<file path="config.mk">
export PLATFORM = sky130hd
export DESIGN_NAME = riscv_decode
export DESIGN_NICKNAME = d
export VERILOG_FILES = /design/src/hw/riscv_isa_pkg.sv /design/src/hw/riscv_pipe_pkg.sv /design/src/hw/riscv_decode.sv
export VERILOG_INCLUDE_DIRS = /design/src /design/src/include
export SDC_FILE = /design/constraint.sdc
export NUM_CORES = 1
export LEC_CHECK = 0
export BUFFER_PORTS_ARGS = -buffer_cell sky130_fd_sc_hd__buf_2
export CORE_MARGIN = 4
export CORE_UTILIZATION = 28
export DETAILED_ROUTE_END_ITERATION = 6
export PLACE_DENSITY_LB_ADDON = 0.15
export REMOVE_ABC_BUFFERS = 1
export SYNTH_ARGS = -nofsm -noshare
export SYNTH_HDL_FRONTEND = slang
export SYNTH_SLANG_ARGS = --single-unit
</file>
<file path="constraint.sdc">
create_clock -name vclk -period 1.8
set_input_delay 0.09 -clock vclk [all_inputs]
set_output_delay 0.09 -clock vclk [all_outputs]
set_load 0.02 [all_outputs]
</file>
<file path="src/include/riscv_params.svh">
`ifndef RISCV_PARAMS_SVH
`define RISCV_PARAMS_SVH

// data and address width
`define RISCV_XLEN 32

// register index width, 32 registers
`define RISCV_REGA_W 5

// data memory size in words
`define RISCV_DMEM_WORDS 256

// first fetch address out of reset
`define RISCV_RESET_PC 32'h0000_0000

`endif

</file>
<file path="src/hw/riscv_isa_pkg.sv">
package riscv_isa_pkg;

   // major opcodes of the supported subset
   typedef enum logic [6:0] {
      OP     = 7'b0110011,  // add sub and or xor slt
      OP_IMM = 7'b0010011,  // addi
      LOAD   = 7'b0000011,  // lw
      STORE  = 7'b0100011,  // sw
      BRANCH = 7'b1100011,  // beq bne
      JAL    = 7'b1101111
   } opcode_e;

   typedef enum logic [2:0] {
      ADD = 3'd0,
      SUB = 3'd1,
      AND = 3'd2,
      OR  = 3'd3,
      XOR = 3'd4,
      SLT = 3'd5   // signed compare
   } alu_op_e;

   // writeback source, 10 marks a load
   typedef enum logic [1:0] {
      ALU = 2'b00,
      PC4 = 2'b01,
      MEM = 2'b10
   } res_src_e;

   typedef struct packed {
      logic [6:0] funct7;
      logic [4:0] rs2;
      logic [4:0] rs1;
      logic [2:0] funct3;
      logic [4:0] rd;
      logic [6:0] opcode;
   } r_fmt_t;

   typedef struct packed {
      logic [11:0] imm;
      logic [4:0]  rs1;
      logic [2:0]  funct3;
      logic [4:0]  rd;
      logic [6:0]  opcode;
   } i_fmt_t;

   typedef struct packed {
      logic [6:0] imm_hi;   // imm[11:5]
      logic [4:0] rs2;
      logic [4:0] rs1;
      logic [2:0] funct3;
      logic [4:0] imm_lo;   // imm[4:0]
      logic [6:0] opcode;
   } s_fmt_t;

   // branch offset bits are scattered
   typedef struct packed {
      logic       imm12;
      logic [5:0] imm10_5;
      logic [4:0] rs2;
      logic [4:0] rs1;
      logic [2:0] funct3;
      logic [3:0] imm4_1;
      logic       imm11;
      logic [6:0] opcode;
   } b_fmt_t;

   typedef struct packed {
      logic       imm20;
      logic [9:0] imm10_1;
      logic       imm11;
      logic [7:0] imm19_12;
      logic [4:0] rd;
      logic [6:0] opcode;
   } j_fmt_t;

   // one instruction word, five ways to look at it
   typedef union packed {
      r_fmt_t r;
      i_fmt_t i;
      s_fmt_t s;
      b_fmt_t b;
      j_fmt_t j;
   } instr_u;

endpackage

</file>
<file path="src/hw/riscv_pipe_pkg.sv">
`include "riscv_params.svh"

package riscv_pipe_pkg;

   // decoded controls, all zero behaves as a bubble
   typedef struct packed {
      logic                    regwrite;
      logic                    memwrite;
      logic                    branch;
      logic                    branch_ne;   // bne when set, else beq
      logic                    jump;        // jal
      logic                    alusrc_imm;  // operand b from immediate
      riscv_isa_pkg::alu_op_e  alu_op;
      riscv_isa_pkg::res_src_e res_src;
   } ctrl_t;

   typedef struct packed {
      logic                    valid;
      logic [`RISCV_XLEN-1:0]  pc;
      riscv_isa_pkg::instr_u   instr;
   } fd_t;

   typedef struct packed {
      logic                    valid;
      ctrl_t                   ctrl;
      logic [`RISCV_XLEN-1:0]  pc;
      logic [`RISCV_REGA_W-1:0] rs1;
      logic [`RISCV_REGA_W-1:0] rs2;
      logic [`RISCV_REGA_W-1:0] rd;
      logic [`RISCV_XLEN-1:0]  rs1_data;
      logic [`RISCV_XLEN-1:0]  rs2_data;
      logic [`RISCV_XLEN-1:0]  imm;
   } de_t;

   typedef struct packed {
      logic                    valid;
      logic                    regwrite;    // already qualified by valid
      logic                    memwrite;    // same
      riscv_isa_pkg::res_src_e res_src;
      logic [`RISCV_REGA_W-1:0] rd;
      logic [`RISCV_XLEN-1:0]  alu_result;
      logic [`RISCV_XLEN-1:0]  store_data;
      logic [`RISCV_XLEN-1:0]  pc4;
   } em_t;

   typedef struct packed {
      logic                    valid;
      logic                    regwrite;
      logic [`RISCV_REGA_W-1:0] rd;
      logic [`RISCV_XLEN-1:0]  result;
   } mw_t;

   // forward codes: 0 regfile, 1 memory stage, 2 writeback
   typedef struct packed {
      logic [1:0] fwda;
      logic [1:0] fwdb;
      logic       stallpc;
      logic       stallfd;
      logic       flushfd;
      logic       flushde;
   } hz_ctrl_t;

   typedef struct packed {
      logic                    valid;
      logic [`RISCV_REGA_W-1:0] rd;
      logic [`RISCV_XLEN-1:0]  data;
   } retire_t;

endpackage

</file>
<file path="src/hw/riscv_decode.sv">
`timescale 1ns/1ps
`include "riscv_params.svh"

module riscv_decode
(
   input  riscv_isa_pkg::instr_u     i_instr,
   output riscv_pipe_pkg::ctrl_t     o_ctrl,
   output logic [`RISCV_XLEN-1:0]    o_imm,
   output logic [`RISCV_REGA_W-1:0]  o_rs1,
   output logic [`RISCV_REGA_W-1:0]  o_rs2,
   output logic [`RISCV_REGA_W-1:0]  o_rd
);

   riscv_isa_pkg::opcode_e opcode;
   riscv_isa_pkg::alu_op_e alu_f;    // funct3/funct7 mapping
   logic                   sub_sel;  // only register ops know sub

   assign opcode  = riscv_isa_pkg::opcode_e'(i_instr.r.opcode);
   assign sub_sel = (opcode == riscv_isa_pkg::OP) && i_instr.r.funct7[5];

   // register fields sit at the same bits in every view
   assign o_rs1 = i_instr.r.rs1;
   assign o_rs2 = i_instr.r.rs2;
   assign o_rd  = i_instr.r.rd;

   always_comb
   begin
      case (i_instr.r.funct3)
         3'b000:  alu_f = sub_sel ? riscv_isa_pkg::SUB : riscv_isa_pkg::ADD;
         3'b010:  alu_f = riscv_isa_pkg::SLT;
         3'b100:  alu_f = riscv_isa_pkg::XOR;
         3'b110:  alu_f = riscv_isa_pkg::OR;
         3'b111:  alu_f = riscv_isa_pkg::AND;
         default: alu_f = riscv_isa_pkg::ADD;
      endcase
   end

   always_comb
   begin
      o_ctrl = '0;   // unknown opcode stays a bubble
      o_imm  = '0;
      case (opcode)
         riscv_isa_pkg::OP:
         begin
            o_ctrl.regwrite = 1'b1;
            o_ctrl.alu_op   = alu_f;
         end
         riscv_isa_pkg::OP_IMM:
         begin
            o_ctrl.regwrite   = 1'b1;
            o_ctrl.alusrc_imm = 1'b1;
            o_ctrl.alu_op     = alu_f;
            o_imm = {{20{i_instr.i.imm[11]}}, i_instr.i.imm};
         end
         riscv_isa_pkg::LOAD:
         begin
            o_ctrl.regwrite   = 1'b1;
            o_ctrl.alusrc_imm = 1'b1;   // base + offset
            o_ctrl.res_src    = riscv_isa_pkg::MEM;
            o_imm = {{20{i_instr.i.imm[11]}}, i_instr.i.imm};
         end
         riscv_isa_pkg::STORE:
         begin
            o_ctrl.memwrite   = 1'b1;
            o_ctrl.alusrc_imm = 1'b1;
            o_imm = {{20{i_instr.s.imm_hi[6]}}, i_instr.s.imm_hi, i_instr.s.imm_lo};
         end
         riscv_isa_pkg::BRANCH:
         begin
            o_ctrl.branch    = 1'b1;
            o_ctrl.branch_ne = i_instr.b.funct3[0];   // 001 is bne
            o_ctrl.alu_op    = riscv_isa_pkg::SUB;
            o_imm = {{19{i_instr.b.imm12}}, i_instr.b.imm12, i_instr.b.imm11,
                     i_instr.b.imm10_5, i_instr.b.imm4_1, 1'b0};
         end
         riscv_isa_pkg::JAL:
         begin
            o_ctrl.regwrite = 1'b1;
            o_ctrl.jump     = 1'b1;
            o_ctrl.res_src  = riscv_isa_pkg::PC4;    // link value
            o_imm = {{11{i_instr.j.imm20}}, i_instr.j.imm20, i_instr.j.imm19_12,
                     i_instr.j.imm11, i_instr.j.imm10_1, 1'b0};
         end
         default:
         begin
            o_ctrl = '0;
         end
      endcase
   end

endmodule

</file>
==> key figures <==
Layout
  • Final core utilization: between 40% and 50%
  • Reg area: 0 um^2
  • Fin cells: approximately 170
  • Final nets: 179
  • Share of post-route cells with drive strength above 1: roughly 70%
  • CLK BUF: 0
  • P&R area growth vs syn: 47.55%
  • Final sequential cell count: 0
  • Antenna cells: 0

Timing
  • Final Hold Viols: 0
  • Final Max Slew Viols: 0
  • Tmin final: between 1.5 and 2 ns
  • Tcrit/Tclk final: 83.54%
  • Maximum clock rate: 665.0 MHz
  • Unrepaired setup endpoints after global routing: false
  • Final setup vio count: 0
  • Least-Margin Pin Slew: 0.4849 ns
  • Max_slew headroom: 67.50%
  • Setup WS post-layout: around 0.30 ns

Critical path
  • Critical Path Source: i_instr[4]
  • Worst EP arrival: around 1.4 ns
  • CP most frequent cell: buf_2
  • Worst Setup End Kind: output port
  • CP Class: in -> out
  • Slowest stage cell, crit path: nand4b_2
  • WP data required: about 1.7 ns
  • Worst path max stage delay: roughly 0.34 ns
  • Largest fanout on the critical path: 12
  • CP cell instances: buf_2, nand4b_2, a21o_2, a21boi_0, buf_4, buf_2
  • Startpoint Class: input port

Synth
  • Top cells by area, synth: buf_4 32%, a21o_1 9.8%, a21boi_0 8.6%
  • Distinct cells, synth: 30
  • Post-synthesis sequential area ratio: 0%
  • Synth area leader: buf_4
  • Synth top area share: between 30% and 40%
  • Synth cell count leaders: 26 x buf_4, 8 x a21o_1, 7 x a21boi_0
  • Syn_area_per_cell: 7.569 um^2
  • Mapped Cells: a little over 80
  • Post-Syn Area: a little over 600 um^2
  • Ys Warns: 0
  • Most numerous cell in the Yosys netlist: buf_4

Global routing
  • Total gr overflow: 0
  • Largest net degree at the start of global routing: 13
  • Initial antenna violation count: 0
  • Vias in the first global route: approximately 650
  • Gr usage total: between 10% and 20%
  • First-pass GRT wire length: between 2000 and 3000 um

Detailed routing
  • Via/cell ratio: between 4 and 5
  • DR iter-0 viols: 7
  • Post-DR wirelength/cell: 12.49 um
  • Drt first pass iters: 2
  • DRT Wirelength: ~2100 um
  • Via count: 771
  • DRC viols: 0
  • Number of routed nets with antenna violations: 0

Clock network
  • CTS-repair resized insts: 0
  • Hold buffers post-CTS: 0
  • Post-CTS setup repair buffer count: 0

Power and ir drop
  • Static Leak: 0.6280 nW
  • Power Total: 0.0001538 W
  • Pwr dens: 170.0 nW/um^2
  • VDD IR max: around 82 uV

Run
  • Maxcap violations: 0

Place
  • Place WS: just under 0.3 ns
  • Placed cells: between 150 and 200
  • GP Congestion: between 0.6 and 0.7
  • Port Buf Inserts: 90
  • Post-DP HPWL: about 1900 um

Outcome
  • Status: complete, no violations

Floorplan
  • Die span in y: around 55 um
  • DIE WIDTH: about 55 um
  • Ports: 90
  • Standard-cell row count: 16
  • Core region area: 2022 um^2
  • Initial Util: between 30% and 40%
  • Die ar.: about 3000 um^2

Worst hold path
  • Worst Hold Launch: i_instr[8]
  • Hold path depth: 2
  • Hold EP: o_rd[1]
  • Worst min-delay path category: in -> out
==> power by group <==
part / total [W] / internal, W / switching [W]
clock network: 0 / 0 / 0
logic: 0.000154 / 0.0000641 / 0.0000897
registers: 0 / 0 / 0
==> critical path, delay by kind of cell <==
kind / cells / cell delay [ns]
buffers and inverters: 3 / 0.49
AO/OA/AOI/OAI: 2 / 0.49
AND/OR/NAND/NOR: 1 / 0.34
==> area by class of cell <==
class                           instances  area [um^2]
Timing Repair Buffer                   91        457.9
Inverter                                2        7.507
Tap cell                               27        33.78
Fill cell                             216         1117
Multi-Input combinational cell         52        405.4
==> per-layer routing <==
metal  part of all wire (%)  up-vias  track usage [%]
li1                       -      400                -
met3                    9.3        0           0.5450
met5                      0        -                0
met1                     40      332            14.58
met2                     51       39            22.83
met4                      0        0                0
==> cells in the final DEF, fill, tap and decap left out, types with 2 or more instances in the layout <==
cell	instances
buf_2	90
a21o_1	8
a21boi_0	7
nor2_1	5
a22o_1	4
nand3_1	2
inv_1	2
or2_2	2
nor3_2	2
nor3_1	2
o22ai_1	2
==> cells by family after synthesis <==
| logic type | Yosys count | share of synthesized area [%] |
|---|---|---|
| AO/OA/AOI/OAI | 28 | 35.51 |
| XOR/XNOR | 1 | 1.429 |
| buffers and inverters | 29 | 33.88 |
| AND/OR/NAND/NOR | 23 | 29.19 |
==> stage by stage <==
stage          TNS, ns  cell area [um^2]  hold slack, ns
2_1_floorplan   -49.33             412.9          0.1800
3_3_place_gp         0             904.6          0.4172
3_5_place_dp         0             904.6          0.4161
4_1_cts              0             904.6          0.4161
5_1_grt              0             904.6          0.4220
6_report             0             904.6          0.4147
==> worst max path at each step <==
stage	slack [ns]	end
2_1_floorplan	-4.11	o_imm[20]
3_3_place_gp	0.33	o_imm[24]
3_5_place_dp	0.29	o_imm[20]
4_1_cts	0.28	o_imm[20]
5_1_grt	0.16	o_imm[27]
6_report	0.30	o_imm[20]
Note: power is estimated with default switching activity, not from simulation.
