## src/include/riscv_params.svh

```systemverilog
`ifndef RISCV_PARAMS_SVH
`define RISCV_PARAMS_SVH

// data and address width
`define RISCV_XLEN 32

// register index width, 32 registers
`define RISCV_REGA_W 5

// data memory size in words
`define RISCV_DMEM_WORDS 256

// first fetch address out of reset
`define RISCV_RESET_PC 32'h0000_0000

`endif

```

## src/hw/riscv_isa_pkg.sv

```systemverilog
package riscv_isa_pkg;

   // major opcodes of the supported subset
   typedef enum logic [6:0] {
      OP     = 7'b0110011,  // add sub and or xor slt
      OP_IMM = 7'b0010011,  // addi
      LOAD   = 7'b0000011,  // lw
      STORE  = 7'b0100011,  // sw
      BRANCH = 7'b1100011,  // beq bne
      JAL    = 7'b1101111
   } opcode_e;

   typedef enum logic [2:0] {
      ADD = 3'd0,
      SUB = 3'd1,
      AND = 3'd2,
      OR  = 3'd3,
      XOR = 3'd4,
      SLT = 3'd5   // signed compare
   } alu_op_e;

   // writeback source, 10 marks a load
   typedef enum logic [1:0] {
      ALU = 2'b00,
      PC4 = 2'b01,
      MEM = 2'b10
   } res_src_e;

   typedef struct packed {
      logic [6:0] funct7;
      logic [4:0] rs2;
      logic [4:0] rs1;
      logic [2:0] funct3;
      logic [4:0] rd;
      logic [6:0] opcode;
   } r_fmt_t;

   typedef struct packed {
      logic [11:0] imm;
      logic [4:0]  rs1;
      logic [2:0]  funct3;
      logic [4:0]  rd;
      logic [6:0]  opcode;
   } i_fmt_t;

   typedef struct packed {
      logic [6:0] imm_hi;   // imm[11:5]
      logic [4:0] rs2;
      logic [4:0] rs1;
      logic [2:0] funct3;
      logic [4:0] imm_lo;   // imm[4:0]
      logic [6:0] opcode;
   } s_fmt_t;

   // branch offset bits are scattered
   typedef struct packed {
      logic       imm12;
      logic [5:0] imm10_5;
      logic [4:0] rs2;
      logic [4:0] rs1;
      logic [2:0] funct3;
      logic [3:0] imm4_1;
      logic       imm11;
      logic [6:0] opcode;
   } b_fmt_t;

   typedef struct packed {
      logic       imm20;
      logic [9:0] imm10_1;
      logic       imm11;
      logic [7:0] imm19_12;
      logic [4:0] rd;
      logic [6:0] opcode;
   } j_fmt_t;

   // one instruction word, five ways to look at it
   typedef union packed {
      r_fmt_t r;
      i_fmt_t i;
      s_fmt_t s;
      b_fmt_t b;
      j_fmt_t j;
   } instr_u;

endpackage

```

## src/hw/riscv_pipe_pkg.sv

```systemverilog
`include "riscv_params.svh"

package riscv_pipe_pkg;

   // decoded controls, all zero behaves as a bubble
   typedef struct packed {
      logic                    regwrite;
      logic                    memwrite;
      logic                    branch;
      logic                    branch_ne;   // bne when set, else beq
      logic                    jump;        // jal
      logic                    alusrc_imm;  // operand b from immediate
      riscv_isa_pkg::alu_op_e  alu_op;
      riscv_isa_pkg::res_src_e res_src;
   } ctrl_t;

   typedef struct packed {
      logic                    valid;
      logic [`RISCV_XLEN-1:0]  pc;
      riscv_isa_pkg::instr_u   instr;
   } fd_t;

   typedef struct packed {
      logic                    valid;
      ctrl_t                   ctrl;
      logic [`RISCV_XLEN-1:0]  pc;
      logic [`RISCV_REGA_W-1:0] rs1;
      logic [`RISCV_REGA_W-1:0] rs2;
      logic [`RISCV_REGA_W-1:0] rd;
      logic [`RISCV_XLEN-1:0]  rs1_data;
      logic [`RISCV_XLEN-1:0]  rs2_data;
      logic [`RISCV_XLEN-1:0]  imm;
   } de_t;

   typedef struct packed {
      logic                    valid;
      logic                    regwrite;    // already qualified by valid
      logic                    memwrite;    // same
      riscv_isa_pkg::res_src_e res_src;
      logic [`RISCV_REGA_W-1:0] rd;
      logic [`RISCV_XLEN-1:0]  alu_result;
      logic [`RISCV_XLEN-1:0]  store_data;
      logic [`RISCV_XLEN-1:0]  pc4;
   } em_t;

   typedef struct packed {
      logic                    valid;
      logic                    regwrite;
      logic [`RISCV_REGA_W-1:0] rd;
      logic [`RISCV_XLEN-1:0]  result;
   } mw_t;

   // forward codes: 0 regfile, 1 memory stage, 2 writeback
   typedef struct packed {
      logic [1:0] fwda;
      logic [1:0] fwdb;
      logic       stallpc;
      logic       stallfd;
      logic       flushfd;
      logic       flushde;
   } hz_ctrl_t;

   typedef struct packed {
      logic                    valid;
      logic [`RISCV_REGA_W-1:0] rd;
      logic [`RISCV_XLEN-1:0]  data;
   } retire_t;

endpackage

```

## src/hw/riscv_hazardunit.sv

```systemverilog
`timescale 1ns/1ps
`include "riscv_params.svh"

module riscv_hazardunit
(
   input  logic [`RISCV_REGA_W-1:0] i_riscv_hzrdu_rs1addr_d,
   input  logic [`RISCV_REGA_W-1:0] i_riscv_hzrdu_rs2addr_d,
   input  logic [`RISCV_REGA_W-1:0] i_riscv_hzrdu_rs1addr_e,
   input  logic [`RISCV_REGA_W-1:0] i_riscv_hzrdu_rs2addr_e,
   input  logic [`RISCV_REGA_W-1:0] i_riscv_hzrdu_rdaddr_e,
   input  logic [`RISCV_REGA_W-1:0] i_riscv_hzrdu_rdaddr_m,
   input  logic [`RISCV_REGA_W-1:0] i_riscv_hzrdu_rdaddr_w,
   input  logic                     i_riscv_hzrdu_regw_m,
   input  logic                     i_riscv_hzrdu_regw_w,
   input  logic                     i_riscv_hzrdu_pcsrc,      // taken branch or jal in execute
   input  riscv_isa_pkg::res_src_e  i_riscv_hzrdu_resultsrc_e,
   output riscv_pipe_pkg::hz_ctrl_t o_riscv_hzrdu_ctrl
);

   logic load_use;   // load in execute feeds the instruction in decode

   // priority pick for one execute operand, memory stage first
   function automatic logic [1:0] fwd_sel
   (
      input logic [`RISCV_REGA_W-1:0] rs,
      input logic [`RISCV_REGA_W-1:0] rd_m,
      input logic                     regw_m,
      input logic [`RISCV_REGA_W-1:0] rd_w,
      input logic                     regw_w
   );
      if (regw_m && rd_m != '0 && rs == rd_m)
      begin
         return 2'd1;   // younger result wins
      end
      else if (regw_w && rd_w != '0 && rs == rd_w)
      begin
         return 2'd2;
      end
      return 2'd0;      // x0 and no match read the regfile
   endfunction

   assign load_use = (i_riscv_hzrdu_resultsrc_e == riscv_isa_pkg::MEM) &&
                     (i_riscv_hzrdu_rs1addr_d == i_riscv_hzrdu_rdaddr_e ||
                      i_riscv_hzrdu_rs2addr_d == i_riscv_hzrdu_rdaddr_e);

   always_comb
   begin
      o_riscv_hzrdu_ctrl.fwda = fwd_sel(i_riscv_hzrdu_rs1addr_e,
                                        i_riscv_hzrdu_rdaddr_m, i_riscv_hzrdu_regw_m,
                                        i_riscv_hzrdu_rdaddr_w, i_riscv_hzrdu_regw_w);
      o_riscv_hzrdu_ctrl.fwdb = fwd_sel(i_riscv_hzrdu_rs2addr_e,
                                        i_riscv_hzrdu_rdaddr_m, i_riscv_hzrdu_regw_m,
                                        i_riscv_hzrdu_rdaddr_w, i_riscv_hzrdu_regw_w);
      // hold pc and fetch/decode one cycle
      o_riscv_hzrdu_ctrl.stallpc = load_use;
      o_riscv_hzrdu_ctrl.stallfd = load_use;
      // redirect kills the two younger slots
      o_riscv_hzrdu_ctrl.flushfd = i_riscv_hzrdu_pcsrc;
      o_riscv_hzrdu_ctrl.flushde = load_use | i_riscv_hzrdu_pcsrc;  // bubble or kill
   end

endmodule

```

## config.mk

```make
export PLATFORM = sky130hd
export DESIGN_NAME = riscv_hazardunit
export DESIGN_NICKNAME = d
export VERILOG_FILES = /design/src/hw/riscv_isa_pkg.sv /design/src/hw/riscv_pipe_pkg.sv /design/src/hw/riscv_hazardunit.sv
export VERILOG_INCLUDE_DIRS = /design/src /design/src/include
export SDC_FILE = /design/constraint.sdc
export NUM_CORES = 1
export LEC_CHECK = 0
export BUFFER_PORTS_ARGS = -buffer_cell sky130_fd_sc_hd__buf_2
export CAP_MARGIN = 0
export CORE_AREA = 2 2 39 41
export DETAILED_ROUTE_END_ITERATION = 16
export DIE_AREA = 0 0 41 43
export PLACE_DENSITY_LB_ADDON = 0.08
export SLEW_MARGIN = 10
export SYNTH_ARGS = -nofsm -noshare
export SYNTH_HDL_FRONTEND = slang
export SYNTH_SLANG_ARGS = --single-unit
```

## constraint.sdc

```tcl
create_clock -name vclk -period 1.3
set_clock_uncertainty 0.15 [all_clocks]
set_input_delay 0.065 -clock vclk [all_inputs]
set_output_delay 0.065 -clock vclk [all_outputs]
set_load 0.02 [all_outputs]
```

==> run_summary.xml <==
<?xml version="1.0" encoding="UTF-8"?>
<metrics>
  <group name="status">
    <metric name="result_of_the_run" unit="">complete, but fails checks</metric>
    <metric name="violations" unit="">negative setup slack</metric>
  </group>
  <group name="synthesis">
    <metric name="syn-num-nets" unit="">92</metric>
    <metric name="synth.top_cells.by_area" unit="">xnor2_1 (34%), xor2_1 (30%), or4_1 (7.2%)</metric>
    <metric name="dominant_cell_type_by_area_after_synthesis" unit="">xnor2_1</metric>
    <metric name="synth_sequential_area_ratio" unit="">0</metric>
    <metric name="ys_warn_count" unit="">0</metric>
    <metric name="synth.distinct_cells" unit="">14</metric>
    <metric name="syn_area" unit="um^2">415</metric>
    <metric name="syn_avg_cell_area" unit="um^2">7.99</metric>
    <metric name="yosysTopAreaCellShare" unit="">0.337</metric>
    <metric name="number_of_cells_produced_by_synthesis" unit="">52</metric>
  </group>
  <group name="finish">
    <metric name="area.sequential" unit="um^2">0</metric>
    <metric name="filler_cell_count" unit="">126</metric>
    <metric name="fin_cells" unit="">128</metric>
    <metric name="post-route-util" unit="">0.645</metric>
    <metric name="fin_nets" unit="">154</metric>
    <metric name="design.seq.count" unit="">0</metric>
    <metric name="syn_to_final_growth" unit="%">115</metric>
    <metric name="insertedDiodeCount" unit="">0</metric>
    <metric name="drive_gt1_frac" unit="">0.696</metric>
    <metric name="multi_input_comb_area" unit="um^2">499</metric>
    <metric name="clockBufferCount" unit="">0</metric>
  </group>
  <group name="setup_path">
    <metric name="start_kind" unit="">primary input</metric>
    <metric name="data_arrival_time_of_the_critical_path" unit="ns">1.32</metric>
    <metric name="timing.critical_path.to_type" unit="">output pin</metric>
    <metric name="worst_ep_required_time" unit="ns">1.09</metric>
    <metric name="worst_setup_path_startpoint" unit="">i_riscv_hzrdu_rdaddr_w[2]</metric>
    <metric name="timing.critical_path.fanout_max" unit="">3</metric>
    <metric name="path_class" unit="">in2out</metric>
  </group>
  <group name="global_route">
    <metric name="largest_net_degree_at_the_start_of_global_routing" unit="">4</metric>
    <metric name="grt_antenna_before_repair" unit="">0</metric>
    <metric name="global_route.overflow_total" unit="">0</metric>
    <metric name="grt_pass1_vias" unit="">569</metric>
    <metric name="first_pass_grt_wire_length" unit="mm">2.17</metric>
    <metric name="grt_use_total" unit="">0.168</metric>
  </group>
  <group name="detailed_routing">
    <metric name="met2WireLength" unit="um">755</metric>
    <metric name="drt_first_pass_iters" unit="">1</metric>
    <metric name="remaining_antenna_violation_count_after_routing" unit="">0</metric>
    <metric name="detail_route.wirelength.met1" unit="um">542</metric>
    <metric name="avgViaCountPerCell" unit="">4.46</metric>
    <metric name="routed_wire_per_std_cell" unit="um">10.7</metric>
    <metric name="post_route_drc_violation_count" unit="">0</metric>
    <metric name="dr.max_layer_used" unit="">met3</metric>
    <metric name="drt_iter0_drc" unit="">0</metric>
    <metric name="dr_wl_met3" unit="um">70</metric>
    <metric name="detailroute.via_count" unit="">571</metric>
    <metric name="wl" unit="mm">1.37</metric>
  </group>
  <group name="sta">
    <metric name="setup-violations-final" unit="">4</metric>
    <metric name="final_hold_viol_count" unit="">0</metric>
    <metric name="setup_tns" unit="ns">-0.617</metric>
    <metric name="rsz0062_at_grt" unit="">true</metric>
    <metric name="worst_slew_pin_slew" unit="ns">0.286</metric>
    <metric name="postLayoutSetupSlackWorst" unit="ns">-0.238</metric>
    <metric name="worst_slew_margin_rel" unit="">0.808</metric>
    <metric name="fin_crit" unit="ns">1.54</metric>
    <metric name="fmax" unit="GHz">0.650</metric>
    <metric name="period_share" unit="">1.18</metric>
    <metric name="timing.hold.ws" unit="ns">0.210</metric>
    <metric name="maxSlewViolCount" unit="">0</metric>
  </group>
  <group name="floorplanning">
    <metric name="fp.coreArea" unit="um^2">1380</metric>
    <metric name="die_h" unit="um">43</metric>
    <metric name="starting_utilization_of_the_core_area" unit="">0.300</metric>
    <metric name="placementRows" unit="">14</metric>
    <metric name="boundaryPins" unit="">48</metric>
    <metric name="fp.dieW" unit="um">41</metric>
    <metric name="area_of_the_die" unit="um^2">1760</metric>
  </group>
  <group name="pwr">
    <metric name="internal-power" unit="mW">0.157</metric>
    <metric name="vdd_ir_drop_max" unit="V">0.000157</metric>
    <metric name="power_frac_comb" unit="">1.000</metric>
    <metric name="power.switching_fraction" unit="">0.457</metric>
    <metric name="leakagePower" unit="nW">0.423</metric>
    <metric name="p_switching" unit="mW">0.132</metric>
    <metric name="clock_power_share" unit="">0</metric>
    <metric name="pwr_density_cell" unit="nW/um^2">324</metric>
    <metric name="power.sequential.fraction" unit="">0</metric>
  </group>
  <group name="place">
    <metric name="post-place-ws" unit="ns">-0.261</metric>
    <metric name="port_buffers" unit="">48</metric>
    <metric name="post_placement_cell_count" unit="">128</metric>
    <metric name="post-dp-hpwl" unit="mm">1.22</metric>
    <metric name="gp_congestion" unit="">0.862</metric>
  </group>
  <group name="job">
    <metric name="cap_viol_max_count" unit="">0</metric>
  </group>
  <group name="clocking">
    <metric name="post_cts_hold_buffer_count" unit="">0</metric>
  </group>
  <group name="hold_path">
    <metric name="hp-start" unit="">i_riscv_hzrdu_pcsrc</metric>
    <metric name="worstHoldPathType" unit="">in2out</metric>
    <metric name="whs_path_depth" unit="">2</metric>
  </group>
</metrics>
[power groups by stage]
stage / Sequential [mW] / Combinational, mW / Clock, mW
3_5_place_dp: 0 / 0.255 / 0
3_3_place_gp: 0 / 0.253 / 0
2_1_floorplan: 0 / 0.119 / 0
4_1_cts: 0 / 0.279 / 0
6_report: 0 / 0.289 / 0
5_1_grt: 0 / 0.314 / 0
[cell families after synthesis]
group,Yosys count,synth area share
AND/OR/NAND/NOR,16,0.265
AO/OA/AOI/OAI,3,0.0482
buffers and inverters,3,0.0542
XOR/XNOR,30,0.633
[final timing paths]
| path | slack [ns] | end |
|---|---|---|
| hold / removal | 0.21 | o_riscv_hzrdu_ctrl[1] |
| setup / recovery | -0.24 | o_riscv_hzrdu_ctrl[5] |
[worst max-delay path, cell delays in order]
cell    delay [ns]
buf_2         0.12
xor2_1        0.15
or4_4         0.54
nor4_4        0.27
buf_4         0.17
[metrics by stage]
step	instance area (um^2)	power [mW]
detailed placement	803	0.255
CTS	868	0.279
finish	892	0.289
global route	892	0.314
global placement	803	0.253
floorplan	453	0.119
[timing repair]
item	4_1_cts	5_1_grt
cloned	0	0
resized for setup	12	4
buffers inserted	0	0
endpoints found under the setup margin	4	4
pin swaps	2	1
[placed cells by master, fill, tap and decap left out, drive strengths merged]
cell type,count
nand4,2
nor4,4
or2,1
nor2b,1
nand2,2
or4,4
o21ai,2
o22ai,1
nand3,2
xnor2,16
buf,63
xor2,14
[synth_stat cells]
cell type	count
o21ai_1	1
nand2_1	2
nor2b_1	1
xnor2_1	16
nor4_2	2
nor4_1	2
nand4_1	2
buf_4	3
or4_1	4
xor2_1	14
o21ai_2	1
or2_2	1
o22ai_1	1
nand3_1	2
[cell type report]
type	instances	area share
multi-input cells	49	0.560
well taps	16	0.0224
repair buffers	63	0.418
[per-layer routing]
metal | up-vias | GRT usage
met2 | 21 | 0.322
li1 | 303 | -
met5 | - | 0
met1 | 247 | 0.199
met3 | 0 | 0
met4 | 0 | 0.0133
Power figures use the tool's default switching activity.
