**src/include/riscv_params.svh**
```systemverilog
`ifndef RISCV_PARAMS_SVH
`define RISCV_PARAMS_SVH

// data and address width
`define RISCV_XLEN 32

// register index width, 32 registers
`define RISCV_REGA_W 5

// data memory size in words
`define RISCV_DMEM_WORDS 256

// first fetch address out of reset
`define RISCV_RESET_PC 32'h0000_0000

`endif

```
**src/hw/riscv_isa_pkg.sv**
```systemverilog
package riscv_isa_pkg;

   // major opcodes of the supported subset
   typedef enum logic [6:0] {
      OP     = 7'b0110011,  // add sub and or xor slt
      OP_IMM = 7'b0010011,  // addi
      LOAD   = 7'b0000011,  // lw
      STORE  = 7'b0100011,  // sw
      BRANCH = 7'b1100011,  // beq bne
      JAL    = 7'b1101111
   } opcode_e;

   typedef enum logic [2:0] {
      ADD = 3'd0,
      SUB = 3'd1,
      AND = 3'd2,
      OR  = 3'd3,
      XOR = 3'd4,
      SLT = 3'd5   // signed compare
   } alu_op_e;

   // writeback source, 10 marks a load
   typedef enum logic [1:0] {
      ALU = 2'b00,
      PC4 = 2'b01,
      MEM = 2'b10
   } res_src_e;

   typedef struct packed {
      logic [6:0] funct7;
      logic [4:0] rs2;
      logic [4:0] rs1;
      logic [2:0] funct3;
      logic [4:0] rd;
      logic [6:0] opcode;
   } r_fmt_t;

   typedef struct packed {
      logic [11:0] imm;
      logic [4:0]  rs1;
      logic [2:0]  funct3;
      logic [4:0]  rd;
      logic [6:0]  opcode;
   } i_fmt_t;

   typedef struct packed {
      logic [6:0] imm_hi;   // imm[11:5]
      logic [4:0] rs2;
      logic [4:0] rs1;
      logic [2:0] funct3;
      logic [4:0] imm_lo;   // imm[4:0]
      logic [6:0] opcode;
   } s_fmt_t;

   // branch offset bits are scattered
   typedef struct packed {
      logic       imm12;
      logic [5:0] imm10_5;
      logic [4:0] rs2;
      logic [4:0] rs1;
      logic [2:0] funct3;
      logic [3:0] imm4_1;
      logic       imm11;
      logic [6:0] opcode;
   } b_fmt_t;

   typedef struct packed {
      logic       imm20;
      logic [9:0] imm10_1;
      logic       imm11;
      logic [7:0] imm19_12;
      logic [4:0] rd;
      logic [6:0] opcode;
   } j_fmt_t;

   // one instruction word, five ways to look at it
   typedef union packed {
      r_fmt_t r;
      i_fmt_t i;
      s_fmt_t s;
      b_fmt_t b;
      j_fmt_t j;
   } instr_u;

endpackage

```
**src/hw/riscv_pipe_pkg.sv**
```systemverilog
`include "riscv_params.svh"

package riscv_pipe_pkg;

   // decoded controls, all zero behaves as a bubble
   typedef struct packed {
      logic                    regwrite;
      logic                    memwrite;
      logic                    branch;
      logic                    branch_ne;   // bne when set, else beq
      logic                    jump;        // jal
      logic                    alusrc_imm;  // operand b from immediate
      riscv_isa_pkg::alu_op_e  alu_op;
      riscv_isa_pkg::res_src_e res_src;
   } ctrl_t;

   typedef struct packed {
      logic                    valid;
      logic [`RISCV_XLEN-1:0]  pc;
      riscv_isa_pkg::instr_u   instr;
   } fd_t;

   typedef struct packed {
      logic                    valid;
      ctrl_t                   ctrl;
      logic [`RISCV_XLEN-1:0]  pc;
      logic [`RISCV_REGA_W-1:0] rs1;
      logic [`RISCV_REGA_W-1:0] rs2;
      logic [`RISCV_REGA_W-1:0] rd;
      logic [`RISCV_XLEN-1:0]  rs1_data;
      logic [`RISCV_XLEN-1:0]  rs2_data;
      logic [`RISCV_XLEN-1:0]  imm;
   } de_t;

   typedef struct packed {
      logic                    valid;
      logic                    regwrite;    // already qualified by valid
      logic                    memwrite;    // same
      riscv_isa_pkg::res_src_e res_src;
      logic [`RISCV_REGA_W-1:0] rd;
      logic [`RISCV_XLEN-1:0]  alu_result;
      logic [`RISCV_XLEN-1:0]  store_data;
      logic [`RISCV_XLEN-1:0]  pc4;
   } em_t;

   typedef struct packed {
      logic                    valid;
      logic                    regwrite;
      logic [`RISCV_REGA_W-1:0] rd;
      logic [`RISCV_XLEN-1:0]  result;
   } mw_t;

   // forward codes: 0 regfile, 1 memory stage, 2 writeback
   typedef struct packed {
      logic [1:0] fwda;
      logic [1:0] fwdb;
      logic       stallpc;
      logic       stallfd;
      logic       flushfd;
      logic       flushde;
   } hz_ctrl_t;

   typedef struct packed {
      logic                    valid;
      logic [`RISCV_REGA_W-1:0] rd;
      logic [`RISCV_XLEN-1:0]  data;
   } retire_t;

endpackage

```
**src/hw/riscv_execute.sv**
```systemverilog
`timescale 1ns/1ps
`include "riscv_params.svh"

module riscv_execute
(
   input  riscv_pipe_pkg::de_t     i_de,
   input  logic [1:0]              i_fwda,
   input  logic [1:0]              i_fwdb,
   input  logic [`RISCV_XLEN-1:0]  i_fwd_m,          // alu result in memory stage
   input  logic [`RISCV_XLEN-1:0]  i_fwd_w,          // writeback result
   output logic [`RISCV_XLEN-1:0]  o_alu_result,
   output logic [`RISCV_XLEN-1:0]  o_store_data,
   output logic [`RISCV_XLEN-1:0]  o_branch_target,
   output logic                    o_pcsrc
);

   logic [`RISCV_XLEN-1:0] src_a;
   logic [`RISCV_XLEN-1:0] reg_b;   // forwarded rs2, before imm select
   logic [`RISCV_XLEN-1:0] src_b;
   logic                   equal;
   logic                   taken;

   always_comb
   begin
      case (i_fwda)
         2'd1:    src_a = i_fwd_m;
         2'd2:    src_a = i_fwd_w;
         default: src_a = i_de.rs1_data;
      endcase
      case (i_fwdb)
         2'd1:    reg_b = i_fwd_m;
         2'd2:    reg_b = i_fwd_w;
         default: reg_b = i_de.rs2_data;
      endcase
   end

   assign src_b        = i_de.ctrl.alusrc_imm ? i_de.imm : reg_b;
   assign o_store_data = reg_b;   // sw data rides with the address

   always_comb
   begin
      case (i_de.ctrl.alu_op)
         riscv_isa_pkg::SUB: o_alu_result = src_a - src_b;
         riscv_isa_pkg::AND: o_alu_result = src_a & src_b;
         riscv_isa_pkg::OR:  o_alu_result = src_a | src_b;
         riscv_isa_pkg::XOR: o_alu_result = src_a ^ src_b;
         riscv_isa_pkg::SLT:
         begin
            o_alu_result = {{(`RISCV_XLEN-1){1'b0}}, ($signed(src_a) < $signed(src_b))};
         end
         default:            o_alu_result = src_a + src_b;   // add, lw/sw address
      endcase
   end

   // beq/bne on the forwarded register operands
   assign equal = (src_a == reg_b);
   assign taken = i_de.ctrl.branch && (i_de.ctrl.branch_ne ? !equal : equal);

   assign o_branch_target = i_de.pc + i_de.imm;   // pc relative for branch and jal
   assign o_pcsrc         = i_de.valid && (i_de.ctrl.jump || taken);

endmodule

```
**config.mk**
```make
export PLATFORM = sky130hd
export DESIGN_NAME = riscv_execute
export DESIGN_NICKNAME = d
export VERILOG_FILES = /design/src/hw/riscv_isa_pkg.sv /design/src/hw/riscv_pipe_pkg.sv /design/src/hw/riscv_execute.sv
export VERILOG_INCLUDE_DIRS = /design/src /design/src/include
export SDC_FILE = /design/constraint.sdc
export NUM_CORES = 1
export LEC_CHECK = 0
export BUFFER_PORTS_ARGS = -buffer_cell sky130_fd_sc_hd__buf_2
export CORE_UTILIZATION = 54
export DETAILED_ROUTE_END_ITERATION = 7
export PLACE_DENSITY = 0.88
export SYNTH_ARGS = -nofsm -noshare
export SYNTH_HDL_FRONTEND = slang
export SYNTH_SLANG_ARGS = --single-unit
```
**constraint.sdc**
```tcl
create_clock -name vclk -period 5.05
set_clock_uncertainty 0.1 [all_clocks]
set_input_delay 0.2525 -clock vclk [all_inputs]
set_output_delay 0.2525 -clock vclk [all_outputs]
set_load 0.02 [all_outputs]
```
==> impl_results.md, run 1 <==
* Mapped Area at 9060 sq um
* Initial DRC count at 1518
* Crit start category: input pin
* Critical path capture point: o_alu_result[29]
* Critical path's slowest cell: o21ai_0
* Final Hold Fails at 0
* Crit. End Element: output pin
* IO Pins at 320
* Finished Cell Area at 11200 sq um
* Slowest stage delay, CP at 0.49 ns
* Tmin final at 4.94 ns
* Core area at 16100 sq um
* RSZ-0062 raised after global routing: true
* Final GP Congestion at 1.16
* Top Family by Delay on Critical Path: compound AO/OA/AOI/OAI gates
* Min Hold Slack at 0.752 ns
* Seq. cell area at 0 sq um
* Final Power at 0.00225 W
* Synthesized area per cell at 6.19 sq um
* Pins Over Slew Limit at 0
* Hold crit path type: input pin to output pin
* Critical Path Fanout Max at 29
* Worst EP arrival at 4.59 ns
* P per Cell Area at 201 nW/um^2
* GRT Total Usage at 44.7%
* Port Buffers at 301
* Rows at 46
* Die area at 17300 sq um
* Syn Inst Count at 1464
* Warnings, synthesis at 0
* Number of global-route vias before repair at 11713
* Count of cell types in the netlist at 79
* Status: complete, no violations
* Most frequent cells in the layout: buf_2 (301), nor2_1 (172), a21oi_1 (171)
* Commonest non-fill, non-tap cell in the layout: buf_2
* Hold Buf Count CTS at 0
* First-pass GRT wire length at 62.3 mm
* Vias at 12786
* Largest net degree at the start of global routing at 89
* DR DRC count at 0
* Layout cells sized above 1 at 23.5%
* Worst Path Required at 4.70 ns
* Starting Density at 56.2%
* Post-DP HPWL at 33.8 mm
* Post-route clock period utilization at 97.9%
* CP Cell Sequence: buf_2, inv_1, ha_1, buf_6, a22oi_1, nor2_1, a21oi_1, o21ai_0, ha_1, and4_1, and4_1, and4_1, a2bb2oi_2, o211ai_2, a21oi_2, o41ai_4, a21oi_1, mux2_2, o211ai_2, buf_2
* Max IR drop VDD at 0.202 mV
* Area after DPL at 11100 sq um
* Via density at 6.46
* Slew @ Worst Pin at 0.948 ns
* Seq/Total Area, Yosys at 0%
* Num sequential at 0
* CP startpoint: i_fwdb[1]
* Clock buffer count at 0
* Final WL at 40.9 mm
* Die height at 132 microns
* Setup Viol. Count Final at 0
* Die extent in x at 132 microns
* Global route overflow at 0
* Slew HR at 36.8%
* Most used cell along the critical path: and4_1
* Area grow syn2layout at 23.3%
* Highest Clock Rate at 202 MHz
* Final ANT Viol Nets at 0
* Syn nets at 1821
* Max_cap viols at 0
* Wire per inst at 20.7 microns
* Nets at 2111
* CP Depth at 20
* Pre-Repair DR Iteration Count at 6
* Worst Path Buf+Inv at 4
* Leakage power at 5.74 nW
* Setup CP Type: input pin to output pin
* Initial antenna violation count at 11
-- layer usage --
metal | vias to the layer above | track usage, % | share of wire [%]
li1 | 5865 | - | -
met1 | 5767 | 56.8 | 38
met4 | 0 | 23.9 | 6.6
met5 | - | 0 | 0
met3 | 201 | 9.30 | 12
met2 | 953 | 70.4 | 43
-- power breakdown --
part	internal [W]	total [W]	switching, W
registers	0	0	0
logic	0.000832	0.00225	0.00142
clock network	0.000000000318	0.000000000318	0
total	0.000832	0.00225	0.00142
-- tightest hold or removal path: cells and delay by family --
kind	cells	cell delay, ns
simple gates	1	0.11
buf+inv	2	0.24
-- layout make-up --
type	count	area (sq um)
Inverter	151	567
Multi-Input combinational cell	1222	8190
Timing Repair Buffer	379	2120
Fill cell	1504	4940
Tap cell	216	270
Antenna cell	12	30.0
-- cell usage after synthesis, types with 6 or more instances --
cell / count / area, sq um
nand2_1: 119 / 447
nand3_1: 16 / 80.1
and3_1: 11 / 68.8
buf_1: 15 / 56.3
inv_1: 148 / 556
o21ai_0: 99 / 495
clkbuf_1: 67 / 251
buf_2: 6 / 30.0
a21o_1: 33 / 248
a31oi_1: 16 / 100
o21ai_1: 8 / 40.0
o21bai_1: 12 / 90.1
o211ai_1: 19 / 143
a21oi_1: 172 / 861
xor2_1: 18 / 158
a22oi_1: 71 / 533
nor4_1: 14 / 87.6
nor2_1: 173 / 649
a221oi_1: 7 / 61.3
ha_1: 131 / 1640
o21a_1: 21 / 158
nor3_1: 28 / 140
xnor2_1: 56 / 490
nand4_1: 17 / 106
o22ai_1: 14 / 87.6
nand2b_1: 13 / 81.3
a211oi_1: 17 / 128
nor2b_1: 16 / 100
o31ai_1: 14 / 105
-- per-stage QoR --
stage	worst slack [ns]	instances	setup TNS [ns]	utilization [%]
2_1_floorplan	0.391	1464	0	-
3_3_place_gp	0.200	1966	0	68.8
3_5_place_dp	0.128	1966	0	68.8
4_1_cts	0.0938	1966	0	68.8
5_1_grt	-0.0315	1979	-0.0514	69.3
6_report	0.107	1980	0	69.3
-- repair_timing --
item | in CTS | in global routing
buffers inserted | 0 | 2
endpoints found under the setup margin | 0 | 12
resized for setup | 0 | 16
-- worst min path at each step --
| stage | startpoint | to | slack (ns) | cells past startpoint |
|---|---|---|---|---|
| after CTS | i_de[154] | o_pcsrc | 0.75 | 3 |
| after detailed placement | i_de[154] | o_pcsrc | 0.75 | 3 |
| after global routing | i_de[111] | o_branch_target[0] | 0.77 | 3 |
| after global placement | i_de[154] | o_pcsrc | 0.74 | 3 |
| after floorplan | i_de[154] | o_pcsrc | 0.58 | 1 |
| final | i_de[154] | o_pcsrc | 0.75 | 3 |
-- cell families (layout without fill, tap and decap cells) --
logic type      Yosys count  count (layout)  synth area share (%)
simple gates            424             424                  20.8
fa+ha+maj               134             134                  18.7
buf+inv                 242             530                  10.2
mux                       5               5                 0.580
xor+xnor                 74              74                  7.15
compound gates          585             585                  42.5
other cells               0              12                     0
(Power assumes the default switching activity.)
==> run 2, diff against run 1 <==
==> constraint.sdc (replaced) <==
create_clock -name vclk -period 5.05
set_clock_uncertainty 0.1 [all_clocks]
set_input_delay 1.515 -clock vclk [all_inputs]
set_output_delay 1.515 -clock vclk [all_outputs]
set_load 0.02 [all_outputs]
==> impl_results.md, run 2 <==
* Status: did not finish
* Failed at: clock tree synthesis (4_1_cts)
* Log Error: [ERROR DPL-0038] Utilization greater than 100%, impossible to legalize
* Post_cts resized at 331 (+331)
* Seq/Total Area, Yosys at 0% (unchanged)
* Inst Count DP at 2377 (+21%)
* Count leader, synth: nor2_1
* Top cell type by total area after synthesis: ha_1
* Starting Density at 56.2% (unchanged)
* Die height at 132 microns (unchanged)
* Syn Inst Count at 1464 (unchanged)
* IO Pins at 320 (unchanged)
* Rows at 46 (unchanged)
* Post-CTS Setup Bufs at 66 (+66)
* Mapped Area at 9060 sq um (unchanged)
* Warnings, synthesis at 0 (unchanged)
* Count of cell types in the netlist at 79 (unchanged)
* Synth top cells by count: nor2_1 (173), a21oi_1 (172), inv_1 (148)
* Synthesized area per cell at 6.19 sq um (unchanged)
* Port Buffers at 301 (unchanged)
* Hold Buf Count CTS at 0 (unchanged)
* Post-DP HPWL at 51.7 mm (+53%)
* Final GP Congestion at 1.19 (+2.0%)
* Synth top area cells: ha_1 (18%), a21oi_1 (9.5%), nor2_1 (7.2%), inv_1 (6.1%), a22oi_1 (5.9%)
* Syn nets at 1821 (unchanged)
* Yosys top cell area share at 18.1% (unchanged)
* Die extent in x at 132 microns (unchanged)
## run 2: cells by family after synthesis
logic type      share of synthesized area, %
fa+ha+maj                               18.7
xor+xnor                                7.15
compound gates                          42.5
mux                                    0.580
simple gates                            20.8
buf+inv                                 10.2
## run 2: stage by stage
stage / util, % / TNS (ns) / cell area (sq um) / setup slack (ns)
floorplan: - / -28.80 / 9940 / -1.26
global placement: 92.7 / -54.36 / 14900 / -1.77
detailed placement: 92.7 / -68.38 / 14900 / -2.16
==> run 3, diff against run 2 <==
Settings changed: CORE_UTILIZATION 54 to 40, PLACE_DENSITY 0.88 to unset, PLACE_DENSITY_LB_ADDON set to 0.15.
==> impl_results.md, run 3 (same netlist as run 1, synthesis figures left out) <==
* Min Hold Slack at 3.28 ns
* Setup Slack @ Placement at -1.95 ns (+0.209 ns)
* Tmin final at 7.05 ns
* Worst Path Buf+Inv at 6
* Inst Count DP at 2460 (+3.5%)
* Final WL at 64.4 mm
* Max IR drop VDD at 0.184 mV
* Commonest non-fill, non-tap cell in the layout: buf_4
* Leakage power at 9.21 nW
* Via density at 6.39
* Die height at 153 microns (+16%)
* DR DRC count at 2
* Highest Clock Rate at 142 MHz
* Setup CP Type: input pin to output pin
* CP Cell Sequence: buf_12, inv_8, ha_4, buf_6, a22oi_2, nor2_4, a21oi_4, o21ai_2, buf_4, fa_2, o21bai_1, nand4_1, o211ai_1, a31oi_2, a211oi_2, nor2_2, buf_12, o31ai_4, a2111o_1, a31oi_1, a211o_1, buf_6
* Number of global-route vias before repair at 15471
* Worst Path Required at 3.44 ns
* Wire per inst at 24.8 microns
* Die extent in x at 153 microns (+16%)
* Hold Buf Count CTS at 0 (unchanged)
* Layout cells sized above 1 at 58.6%
* Core area at 22000 sq um
* Initial antenna violation count at 11
* Most frequent cells in the layout: buf_4 (570), buf_2 (236), nor2_1 (144)
* Critical path's slowest cell: fa_2
* Final Hold Fails at 0
* RSZ-0062 raised after global routing: true
* First-pass GRT wire length at 85.0 mm
* Final GP Congestion at 1.04 (-12%)
* Final ANT Viol Nets at 0
* Non-filler instance count after layout at 2595
* Failing checks: design-rule violations, negative setup slack
* Seq. cell area at 0 sq um
* Hold crit path type: input pin to output pin
* Die area at 23300 sq um
* GRT Total Usage at 46.4%
* Crit start category: input pin
* Initial DRC count at 1706
* Pre-Repair DR Iteration Count at 8
* Max_cap viols at 0
* Post-route clock period utilization at 140%
* Area grow syn2layout at 109%
* Vias at 16577
* Port Buffers at 301 (unchanged)
* Slowest stage delay, CP at 0.36 ns
* Global route overflow at 0
* Status: finished with violations
* Setup Viol. Count Final at 60
* Num sequential at 0
* Clock buffer count at 0
* Top Family by Delay on Critical Path: compound AO/OA/AOI/OAI gates
* Critical Path Fanout Max at 7
* Final WS setup at -2.00 ns
* Worst EP arrival at 5.44 ns
* IO Pins at 320 (unchanged)
* Post-route setup TNS at -66.09 ns
* Post-DP HPWL at 43.3 mm (-16%)
* Nets at 2668
* Slew @ Worst Pin at 0.644 ns
* Crit. End Element: output pin
* Largest net degree at the start of global routing at 50
* Slew HR at 56.8%
* P per Cell Area at 213 nW/um^2
* Starting Density at 41.1% (-15 points)
* Rows at 54 (+17%)
* Pins Over Slew Limit at 0
-- run 3: path summary, 6_finish.rpt --
kind	startpoint	end	slack, ns	cells after the start
worst max-delay path	i_fwdb[0]	o_alu_result[30]	-2.00	22
worst min-delay path	i_de[154]	o_pcsrc	3.28	3
-- run 3: layout make-up --
cell class	instances	area, sq um
multi-input combinational	1222	10800
timing repair buffer	936	7150
fill	1226	3110
inverter	151	594
tap	280	350
antenna	6	15.0
-- run 3: metrics by stage --
stage          power (W)  cell area [sq um]  util [%]
6_report         0.00402              18900      85.9
5_1_grt          0.00418              18900      85.9
4_1_cts          0.00345              17500      79.5
3_5_place_dp     0.00296              15200      69.0
3_3_place_gp     0.00292              15200      69.0
2_1_floorplan    0.00162               9940         -
-- run 3: timing repair --
item | in CTS | in global routing
endpoints found under the hold margin | 0 | 0
gates resized for setup | 367 | 249
cloned | 1 | 1
pin swaps | 156 | 185
buffers inserted | 103 | 63
setup endpoints to repair | 57 | 60
-- run 3: where the power goes --
part / total [W] / internal [W] / switching, W
Combinational: 0.00402 / 0.00190 / 0.00213
Clock: 0.000000000159 / 0.000000000159 / 0
Sequential: 0 / 0 / 0
-- run 3: metal layers --
metal	wire length (microns)	global-route usage (%)	share of wire [%]
met5	67	0	0.10
met4	6920	29.5	11
met3	7650	10.4	12
met2	27700	78.0	43
met1	22000	53.2	34
